### config.mk
export PLATFORM = sky130hd
export DESIGN_NAME = cram_arb
export DESIGN_NICKNAME = d
export VERILOG_FILES = /design/src/design/cram_arb_pkg.sv /design/src/design/cram_port_if.sv /design/src/design/cram_arb.sv /design/src/design/cram_master_sel.sv /design/src/design/cram_port_fifo.sv
export SDC_FILE = /design/constraint.sdc
export NUM_CORES = 2
export LEC_CHECK = 0
export ABC_AREA = 1
export BUFFER_PORTS_ARGS = -buffer_cell sky130_fd_sc_hd__buf_2
export CAP_MARGIN = 10
export CORE_MARGIN = 2
export CORE_UTILIZATION = 30
export CTS_CLUSTER_DIAMETER = 50
export DETAILED_ROUTE_END_ITERATION = 12
export PLACE_DENSITY = 0.47
export RECOVER_POWER = 50
export REMOVE_ABC_BUFFERS = 1
export SLEW_MARGIN = 20
export SYNTH_ARGS = -nofsm -noshare
export SYNTH_HDL_FRONTEND = slang
export SYNTH_SLANG_ARGS = --single-unit
### constraint.sdc
create_clock -name mem_clk -period 2.7 [get_ports mem_clk]
set_input_delay 0.27 -clock mem_clk [delete_from_list [all_inputs] [get_ports mem_clk]]
set_output_delay 0.27 -clock mem_clk [all_outputs]
set_load 0.05 [all_outputs]
### src/design/cram_arb_pkg.sv
// shared widths and payload types; master_w of 3 limits the arbiter to 8 ports
`default_nettype none

package cram_arb_pkg;

	// --------------------
	// field widths
	// --------------------
	localparam int addr_w   = 30;	// byte address
	localparam int data_w   = 32;	// one write or read word
	localparam int mask_w   = 4;	// one bit per byte lane
	localparam int bl_w     = 6;	// burst length field
	localparam int instr_w  = 3;	// controller instruction code
	localparam int master_w = 3;	// port number on the memory side

	// command queue entry, 39 bits
	typedef struct packed {
		logic [instr_w-1:0] instr;		// read / write code
		logic [bl_w-1:0]    bl;			// burst length
		logic [addr_w-1:0]  byte_addr;	// start address
	} cmd_t;

	// write queue entry, 36 bits
	typedef struct packed {
		logic [mask_w-1:0] mask;	// byte mask, 1 = lane masked
		logic [data_w-1:0] data;	// write word
	} wr_beat_t;

	// driven when the write master has no beat to give
	localparam logic [mask_w-1:0] idle_mask = '1;

endpackage

`default_nettype wire

### src/design/cram_port_if.sv
// one client port as seen by the master selector; rd_valid is the only read-side signal
`default_nettype none

interface cram_port_if;

	// --------------------
	// command queue head
	// --------------------
	logic               cmd_req;	// queue not empty
	cram_arb_pkg::cmd_t cmd;		// head entry
	logic               cmd_ack;	// pop head

	// --------------------
	// write queue head
	// --------------------
	logic                   wr_valid;	// beat available
	cram_arb_pkg::wr_beat_t wr_beat;	// head beat
	logic                   wr_ack;		// pop head beat

	logic rd_valid;	// read word on the shared bus belongs here

	modport cmd_src (output cmd_req, output cmd, input cmd_ack);
	modport wr_src (output wr_valid, output wr_beat, input wr_ack);
	modport sel (
		input  cmd_req, input  cmd, output cmd_ack,
		input  wr_valid, input  wr_beat, output wr_ack,
		output rd_valid
	);

endinterface

`default_nettype wire

### src/design/cram_arb.sv
// cellular-RAM port arbiter top; single clock, N_PORTS up to 8, ports below N_WR_PORTS take writes
`default_nettype none

module cram_arb #(
	parameter int N_PORTS    = 5,
	parameter int N_WR_PORTS = 3,
	parameter int CMD_DEPTH  = 4,
	parameter int WR_DEPTH   = 16
) (
	input  logic                                            mem_clk,
	input  logic                                            mem_rst_n,
	// client side
	input  logic [N_PORTS-1:0]                              port_cmd_en,
	input  logic [N_PORTS-1:0][cram_arb_pkg::instr_w-1:0]   port_cmd_instr,
	input  logic [N_PORTS-1:0][cram_arb_pkg::bl_w-1:0]      port_cmd_bl,
	input  logic [N_PORTS-1:0][cram_arb_pkg::addr_w-1:0]    port_cmd_addr,
	output logic [N_PORTS-1:0]                              port_cmd_full,
	input  logic [N_WR_PORTS-1:0]                           port_wr_en,
	input  logic [N_WR_PORTS-1:0][cram_arb_pkg::mask_w-1:0] port_wr_mask,
	input  logic [N_WR_PORTS-1:0][cram_arb_pkg::data_w-1:0] port_wr_data,
	output logic [N_WR_PORTS-1:0]                           port_wr_full,
	output logic [N_PORTS-1:0]                              port_rd_valid,
	output logic [cram_arb_pkg::data_w-1:0]                 port_rd_data,
	// controller side
	input  logic                                            init_done,
	output logic                                            mem_cmd_req,
	output logic [cram_arb_pkg::instr_w-1:0]                mem_cmd_instr,
	output logic [cram_arb_pkg::bl_w-1:0]                   mem_cmd_bl,
	output logic [cram_arb_pkg::addr_w-1:0]                 mem_cmd_byte_addr,
	output logic [cram_arb_pkg::master_w-1:0]               mem_cmd_master,
	input  logic                                            mem_cmd_ack,
	output logic [cram_arb_pkg::mask_w-1:0]                 mem_wr_mask,
	output logic [cram_arb_pkg::data_w-1:0]                 mem_wr_data,
	input  logic                                            mem_wr_ack,
	input  logic [cram_arb_pkg::master_w-1:0]               mem_wr_master,
	input  logic                                            mem_rd_req,
	input  logic [cram_arb_pkg::data_w-1:0]                 mem_rd_data,
	input  logic [cram_arb_pkg::master_w-1:0]               mem_rd_master
);

	cram_port_if port_if [N_PORTS] ();

	assign port_rd_data = mem_rd_data;	// broadcast, rd_valid marks the owner

	// --------------------
	// per-port queues
	// --------------------
	for (genvar i = 0; i < N_PORTS; i++)
	begin : g_port
		cram_arb_pkg::cmd_t cmd_in;

		assign cmd_in.instr     = port_cmd_instr[i];
		assign cmd_in.bl        = port_cmd_bl[i];
		assign cmd_in.byte_addr = port_cmd_addr[i];
		assign port_rd_valid[i] = port_if[i].rd_valid;

		cram_port_fifo #(
			.payload_t (cram_arb_pkg::cmd_t),
			.DEPTH     (CMD_DEPTH)
		) i_cmd_fifo (
			.mem_clk   (mem_clk),
			.mem_rst_n (mem_rst_n),
			.push      (port_cmd_en[i]),
			.push_data (cmd_in),
			.pop       (port_if[i].cmd_ack),
			.head      (port_if[i].cmd),
			.not_empty (port_if[i].cmd_req),	// request toward the arbiter
			.full      (port_cmd_full[i])
		);

		if (i < N_WR_PORTS)
		begin : g_wr
			cram_arb_pkg::wr_beat_t wr_in;

			assign wr_in.mask = port_wr_mask[i];
			assign wr_in.data = port_wr_data[i];

			cram_port_fifo #(
				.payload_t (cram_arb_pkg::wr_beat_t),
				.DEPTH     (WR_DEPTH)
			) i_wr_fifo (
				.mem_clk   (mem_clk),
				.mem_rst_n (mem_rst_n),
				.push      (port_wr_en[i]),
				.push_data (wr_in),
				.pop       (port_if[i].wr_ack),
				.head      (port_if[i].wr_beat),
				.not_empty (port_if[i].wr_valid),
				.full      (port_wr_full[i])
			);
		end
		else
		begin : g_rd
			assign port_if[i].wr_valid = 1'b0;	// read-only port, selector gives idle_mask
			assign port_if[i].wr_beat  = '0;
		end
	end

	cram_master_sel #(
		.N_PORTS (N_PORTS)
	) i_master_sel (
		.mem_clk           (mem_clk),
		.mem_rst_n         (mem_rst_n),
		.init_done         (init_done),
		.ports             (port_if),
		.mem_cmd_req       (mem_cmd_req),
		.mem_cmd_instr     (mem_cmd_instr),
		.mem_cmd_bl        (mem_cmd_bl),
		.mem_cmd_byte_addr (mem_cmd_byte_addr),
		.mem_cmd_master    (mem_cmd_master),
		.mem_cmd_ack       (mem_cmd_ack),
		.mem_wr_mask       (mem_wr_mask),
		.mem_wr_data       (mem_wr_data),
		.mem_wr_ack        (mem_wr_ack),
		.mem_wr_master     (mem_wr_master),
		.mem_rd_req        (mem_rd_req),
		.mem_rd_master     (mem_rd_master)
	);

endmodule

`default_nettype wire

### src/design/cram_master_sel.sv
// round-robin command grant for up to 8 ports; write and read steering follow the controller's master fields
`default_nettype none

module cram_master_sel #(
	parameter int N_PORTS = 5
) (
	input  logic                              mem_clk,
	input  logic                              mem_rst_n,
	input  logic                              init_done,	// controller ready
	cram_port_if.sel                          ports [N_PORTS],
	output logic                              mem_cmd_req,
	output logic [cram_arb_pkg::instr_w-1:0]  mem_cmd_instr,
	output logic [cram_arb_pkg::bl_w-1:0]     mem_cmd_bl,
	output logic [cram_arb_pkg::addr_w-1:0]   mem_cmd_byte_addr,
	output logic [cram_arb_pkg::master_w-1:0] mem_cmd_master,
	input  logic                              mem_cmd_ack,
	output logic [cram_arb_pkg::mask_w-1:0]   mem_wr_mask,
	output logic [cram_arb_pkg::data_w-1:0]   mem_wr_data,
	input  logic                              mem_wr_ack,
	input  logic [cram_arb_pkg::master_w-1:0] mem_wr_master,
	input  logic                              mem_rd_req,
	input  logic [cram_arb_pkg::master_w-1:0] mem_rd_master
);

	localparam int last_port = N_PORTS - 1;	// pointer start, so port 0 wins first

	logic [N_PORTS-1:0]                req_vec;		// per-port queue not empty
	cram_arb_pkg::cmd_t                cmd_arr [N_PORTS];
	logic [N_PORTS-1:0]                wr_valid_vec;
	cram_arb_pkg::wr_beat_t            wr_beat_arr [N_PORTS];
	logic [cram_arb_pkg::master_w-1:0] master_q;	// granted port
	logic [cram_arb_pkg::master_w-1:0] last_q;		// last port whose command completed
	logic [cram_arb_pkg::master_w-1:0] pick;		// next port in rotation
	logic                              req_q;		// command offered to controller
	logic                              any_req;
	cram_arb_pkg::cmd_t                cmd_out;
	cram_arb_pkg::wr_beat_t            wr_out;

	// --------------------
	// per-port steering
	// --------------------
	for (genvar i = 0; i < N_PORTS; i++)
	begin : g_port
		localparam logic [cram_arb_pkg::master_w-1:0] port_id = i;

		assign req_vec[i]       = ports[i].cmd_req;
		assign cmd_arr[i]       = ports[i].cmd;
		assign wr_valid_vec[i]  = ports[i].wr_valid;
		assign wr_beat_arr[i]   = ports[i].wr_beat;
		assign ports[i].cmd_ack  = req_q && mem_cmd_ack && (master_q == port_id);	// pop on handshake
		assign ports[i].wr_ack   = mem_wr_ack && (mem_wr_master == port_id);
		assign ports[i].rd_valid = mem_rd_req && (mem_rd_master == port_id);	// one-hot by master
	end

	assign any_req = |req_vec;

	// first requester after last_q, wrapping around
	always_comb
	begin
		int idx;
		pick = last_q;
		for (int k = N_PORTS; k >= 1; k--)
		begin
			idx = int'(last_q) + k;
			if (idx >= N_PORTS)
				idx = idx - N_PORTS;
			if (req_vec[idx])
				pick = idx[cram_arb_pkg::master_w-1:0];	// smallest distance wins
		end
	end

	// --------------------
	// grant register
	// --------------------
	always_ff @(posedge mem_clk or negedge mem_rst_n)
	begin
		if (!mem_rst_n)
		begin
			req_q    <= 1'b0;
			master_q <= '0;
			last_q   <= last_port[cram_arb_pkg::master_w-1:0];
		end
		else if (req_q)
		begin
			if (mem_cmd_ack || !init_done)
				req_q <= 1'b0;		// at least one idle cycle follows
			if (mem_cmd_ack)
				last_q <= master_q;	// rotation moves only on completion
		end
		else if (init_done && any_req)
		begin
			req_q    <= 1'b1;
			master_q <= pick;
		end
	end

	assign cmd_out           = cmd_arr[master_q];	// held stable by the queue head
	assign mem_cmd_req       = req_q;
	assign mem_cmd_instr     = cmd_out.instr;
	assign mem_cmd_bl        = cmd_out.bl;
	assign mem_cmd_byte_addr = cmd_out.byte_addr;
	assign mem_cmd_master    = master_q;

	// write beat mux, idle pattern when no beat is there
	always_comb
	begin
		wr_out.mask = cram_arb_pkg::idle_mask;
		wr_out.data = '0;
		for (int i = 0; i < N_PORTS; i++)
		begin
			if (wr_valid_vec[i] && (int'(mem_wr_master) == i))
				wr_out = wr_beat_arr[i];
		end
	end

	assign mem_wr_mask = wr_out.mask;
	assign mem_wr_data = wr_out.data;

endmodule

`default_nettype wire

### src/design/cram_port_fifo.sv
// single-clock queue, DEPTH of 2 or more; push into a full queue and pop of an empty one are dropped
`default_nettype none

module cram_port_fifo #(
	parameter type payload_t = logic [7:0],
	parameter int  DEPTH     = 4
) (
	input  logic     mem_clk,
	input  logic     mem_rst_n,
	input  logic     push,			// write request from the client
	input  payload_t push_data,
	input  logic     pop,			// head consumed this cycle
	output payload_t head,			// oldest entry, valid while not_empty
	output logic     not_empty,
	output logic     full
);

	localparam int PTR_W = (DEPTH > 1) ? $clog2(DEPTH) : 1;
	localparam int CNT_W = $clog2(DEPTH + 1);

	payload_t           store [DEPTH];	// no reset, guarded by count
	logic [PTR_W-1:0]   wr_ptr;
	logic [PTR_W-1:0]   rd_ptr;
	logic [CNT_W-1:0]   count;		// entries held
	logic               do_push;
	logic               do_pop;

	assign do_push   = push && !full;		// drop when full
	assign do_pop    = pop && not_empty;	// ignore when empty
	assign full      = (count == DEPTH);
	assign not_empty = (count != '0);
	assign head      = store[rd_ptr];		// read straight from storage

	// --------------------
	// storage write
	// --------------------
	always_ff @(posedge mem_clk)
	begin
		if (do_push)
			store[wr_ptr] <= push_data;
	end

	// --------------------
	// pointers and count
	// --------------------
	always_ff @(posedge mem_clk or negedge mem_rst_n)
	begin
		if (!mem_rst_n)
		begin
			wr_ptr <= '0;
			rd_ptr <= '0;
			count  <= '0;
		end
		else
		begin
			if (do_push)
				wr_ptr <= (wr_ptr == DEPTH - 1) ? '0 : wr_ptr + 1'b1;	// wrap at DEPTH
			if (do_pop)
				rd_ptr <= (rd_ptr == DEPTH - 1) ? '0 : rd_ptr + 1'b1;
			case ({do_push, do_pop})
				2'b10:   count <= count + 1'b1;
				2'b01:   count <= count - 1'b1;
				default: count <= count;	// both or neither
			endcase
		end
	end

endmodule

`default_nettype wire

==> qor.yml <==
timing.setup.tns_ns: -41.39
clockRootBuffer: "clkbuf_16"
pwr-share-clk: 0.282
startpoint_type: "register"
grt_antenna_before_repair: 89
path_max_fanout: 7
cts_buffers: 337
synth_ff_type: "edfxtp_1"
setup_violations: 75
p_switching_mw: 59.5
ir_drop_mv: 0.900
gp_congestion: 0.828
cts_tree: "built"
grt_pass1_wl_um: 488000
maxCapViolations: 1
synth.avg_cell_area_um2: 13.3
die_w_um: 589
cp-startpoint: "g_port[1].g_wr.i_wr_fifo.rd_ptr[0]"
synth_top_cell_area_share: 0.734
fmax_mhz: 287
synthTopCellsByCount: "edfxtp_1, nor2_1, o21ai_0"
p_seq_frac: 0.320
status: "complete, but fails checks"
synth_edf_count: 2508
yosys_warnings: 0
dieArea_mm2: 0.347
period_share: 1.29
cts.clk_slew.worst_paths_ns: 0.05
min_path_type: "input port to register"
ant_nets: 0
dp_slack_ns: -0.374
first_global_vias: 68715
ios: 479
ys_top_cells_by_area: "edfxtp_1, o21ai_0, nor2_1, o22ai_1, dfrtp_1"
die_h_um: 589
drt-initial-drc-count: 6350
hold-path-cell-count: 7
ys_types: 41
h-tree-depth: 5
cts_num_sinks: 2589
p_int_mw: 101
nets: 9347
failed_checks: "max-capacitance violations, max-slew violations, negative setup slack"
hp-start: "port_wr_en[1]"
period_minus_slack_ns: 3.48
synthArstFlopShare: 0.0313
cellPowerDensity_mw_per_mm2: 1180
start_util: 0.302
maxSlewViolCount: 29
skew_ns: 0.0796
fill_cells: 31544
ys_ff_latch: 2589
grt-ovfl-total: 0
grt_max_degree: 80
seq_area_frac_synth: 0.754
clockBufferDepth: 4
power_frac_comb: 0.398
whs_ns: 0.110
syn_area_mm2: 0.103
area_delta_synth_final_pct: 32.9
placeableCoreArea_mm2: 0.340
grt_setup_unrepaired: "yes"
rows: 214
grt.total_usage: 0.190
firstDrtPassIters: 6
synth_most_common_cell: "edfxtp_1"
critPathArrivalTime_ns: 3.21
p_leak_nw: 45.2
synth_top_area_cell: "edfxtp_1"
required_ns: 2.43
path_class: "register to output port"
synthCells: 7707
clock_latency_ns: 0.92
worst-slew-pin-transition_ns: 1.76
r2r-start: "i_master_sel.last_q[1]"
drive_gt1_frac: 0.207
wl_um: 342000
p_total_mw: 161
viasPerCell: 5.13
wl_per_cell_um: 24.8
port_buffers: 414
relSlewSlack: -0.176
setup_ws_ns: -0.783
r2r_cells: 17
netSwitchingFraction: 0.370
hold_violations: 0
drc: 0
hpwl_um: 205000
vias: 70564
crit_path_end_kind: "output port"
## registers in the layout, summed over array words and instances (netlist names)
signal	cells
g_port.i_cmd_fifo.rd_ptr	10
i_master_sel.mem_cmd_master	3
g_port.g_wr.i_wr_fifo.store	1728
g_port.g_wr.i_wr_fifo.count	15
g_port.i_cmd_fifo.store	780
g_port.i_cmd_fifo.count	15
g_port.g_wr.i_wr_fifo.rd_ptr	12
i_master_sel.mem_cmd_req	1
g_port.i_cmd_fifo.wr_ptr	10
g_port.g_wr.i_wr_fifo.wr_ptr	12
i_master_sel.last_q	3
## logic make-up after synthesis
| family | after synthesis | synth area share |
|---|---|---|
| AOI/OAI and AO/OA | 2242 | 0.126 |
| DFF | 2589 | 0.754 |
| buffers and inverters | 710 | 0.0292 |
| and+or+nand+nor | 2065 | 0.0786 |
| adders and majority gates | 78 | 0.0102 |
| xor gates and xnor gates | 23 | 0.00196 |
## metal layers
layer | track usage | vias up | wire length [um]
li1 | - | 31492 | -
met1 | 0.263 | 36039 | 150000
met2 | 0.305 | 2353 | 158000
met3 | 0.0326 | 612 | 21800
met4 | 0.0590 | 68 | 11300
met5 | 0 | - | 441
## layout by cell type, fill, tap and decap left out, types with 26 or more instances in the layout
| cell type | synthesis | layout |
|---|---|---|
| nor2_4 | 0 | 98 |
| a31oi_2 | 0 | 31 |
| o221ai_1 | 175 | 159 |
| dfrtp_1 | 80 | 64 |
| o21ai_1 | 73 | 217 |
| o21ai_4 | 0 | 35 |
| a31oi_1 | 103 | 41 |
| clkinvlp_4 | 0 | 26 |
| a31oi_4 | 0 | 31 |
| buf_16 | 0 | 47 |
| edfxtp_1 | 2508 | 2508 |
| diode_2 | 0 | 26 |
| clkbuf_16 | 0 | 347 |
| nand2_1 | 472 | 449 |
| or3_4 | 0 | 32 |
| dlygate4sd3_1 | 0 | 315 |
| buf_2 | 58 | 34 |
| o22ai_1 | 443 | 375 |
| buf_4 | 49 | 327 |
| clkinv_1 | 9 | 47 |
| clkbuf_1 | 407 | 367 |
| inv_6 | 0 | 31 |
| buf_12 | 0 | 237 |
| ha_1 | 69 | 68 |
| nand3_1 | 115 | 102 |
| o22ai_2 | 0 | 50 |
| bufinv_16 | 0 | 38 |
| a21oi_1 | 52 | 41 |
| inv_1 | 149 | 142 |
| nor2_2 | 2 | 48 |
| clkinv_2 | 0 | 42 |
| nor2_1 | 1406 | 1262 |
| o211ai_1 | 59 | 59 |
| buf_6 | 10 | 94 |
| o21ai_0 | 1266 | 986 |
| o21ai_2 | 0 | 101 |
## worst paths after layout
check / end / slack (ns)
min in group asynchronous: g_port[2].g_wr.i_wr_fifo.wr_ptr[3] / 0.75
min: g_port[1].g_wr.i_wr_fifo.wr_ptr[3] / 0.11
max reg2reg: i_master_sel.mem_cmd_master[1] / 0.04
max in group asynchronous: g_port[4].i_cmd_fifo.rd_ptr[0] / 0.31
max: mem_wr_data[24] / -0.78
min reg2reg: g_port[0].g_wr.i_wr_fifo.count[4] / 0.46
## critical path, stage by stage, from the launching register on
cell and delay, ns:
dfrtp_4 0.51, buf_12 0.17, buf_12 0.14, buf_12 0.14, o21ai_4 0.12, o22ai_2 0.09, o211ai_1 0.26, a31oi_1 0.12
buf_4 0.21, or3_4 0.40, buf_12 0.17
## cell type report
type	count	area (um^2)	area share
Clock buffer	409	8900	0.0652
Timing Repair Buffer	1405	15100	0.110
Inverter	169	729	0.00535
Antenna cell	26	65.1	0.000477
Tap cell	4536	5680	0.0416
Multi-Input combinational cell	4408	26100	0.191
Clock inverter	208	2470	0.0181
Sequential cell	2589	77400	0.567
Timing Repair inverter	4	37.5	0.000275
## through the flow
| stage | util | area [um^2] | std cells |
|---|---|---|---|
| after floorplan | - | 100000 | 7166 |
| after global placement | 0.339 | 115000 | 12627 |
| after detailed placement | 0.339 | 115000 | 12627 |
| after CTS | 0.400 | 136000 | 13711 |
| after global routing | 0.401 | 136000 | 13741 |
| final | 0.401 | 136000 | 13754 |
## power by group through the flow
stage | registers (mW) | clock network, mW | logic [mW]
global placement | 51.8 | 0 | 51.0
global route | 51.8 | 47.6 | 68.1
CTS | 51.3 | 46.1 | 62.9
floorplan | 53.7 | 0 | 23.1
detailed placement | 52.0 | 0 | 51.5
finish | 51.4 | 45.2 | 64.0
## repair_timing
action	in CTS	in global routing
gates cloned	48	6
endpoints found under the setup margin	77	83
hold buffers	316	0
buffers inserted	111	12
endpoints found under the hold margin	2623	0
gates resized for setup	1004	214
pin swaps	280	113
(Power assumes the default switching activity.)
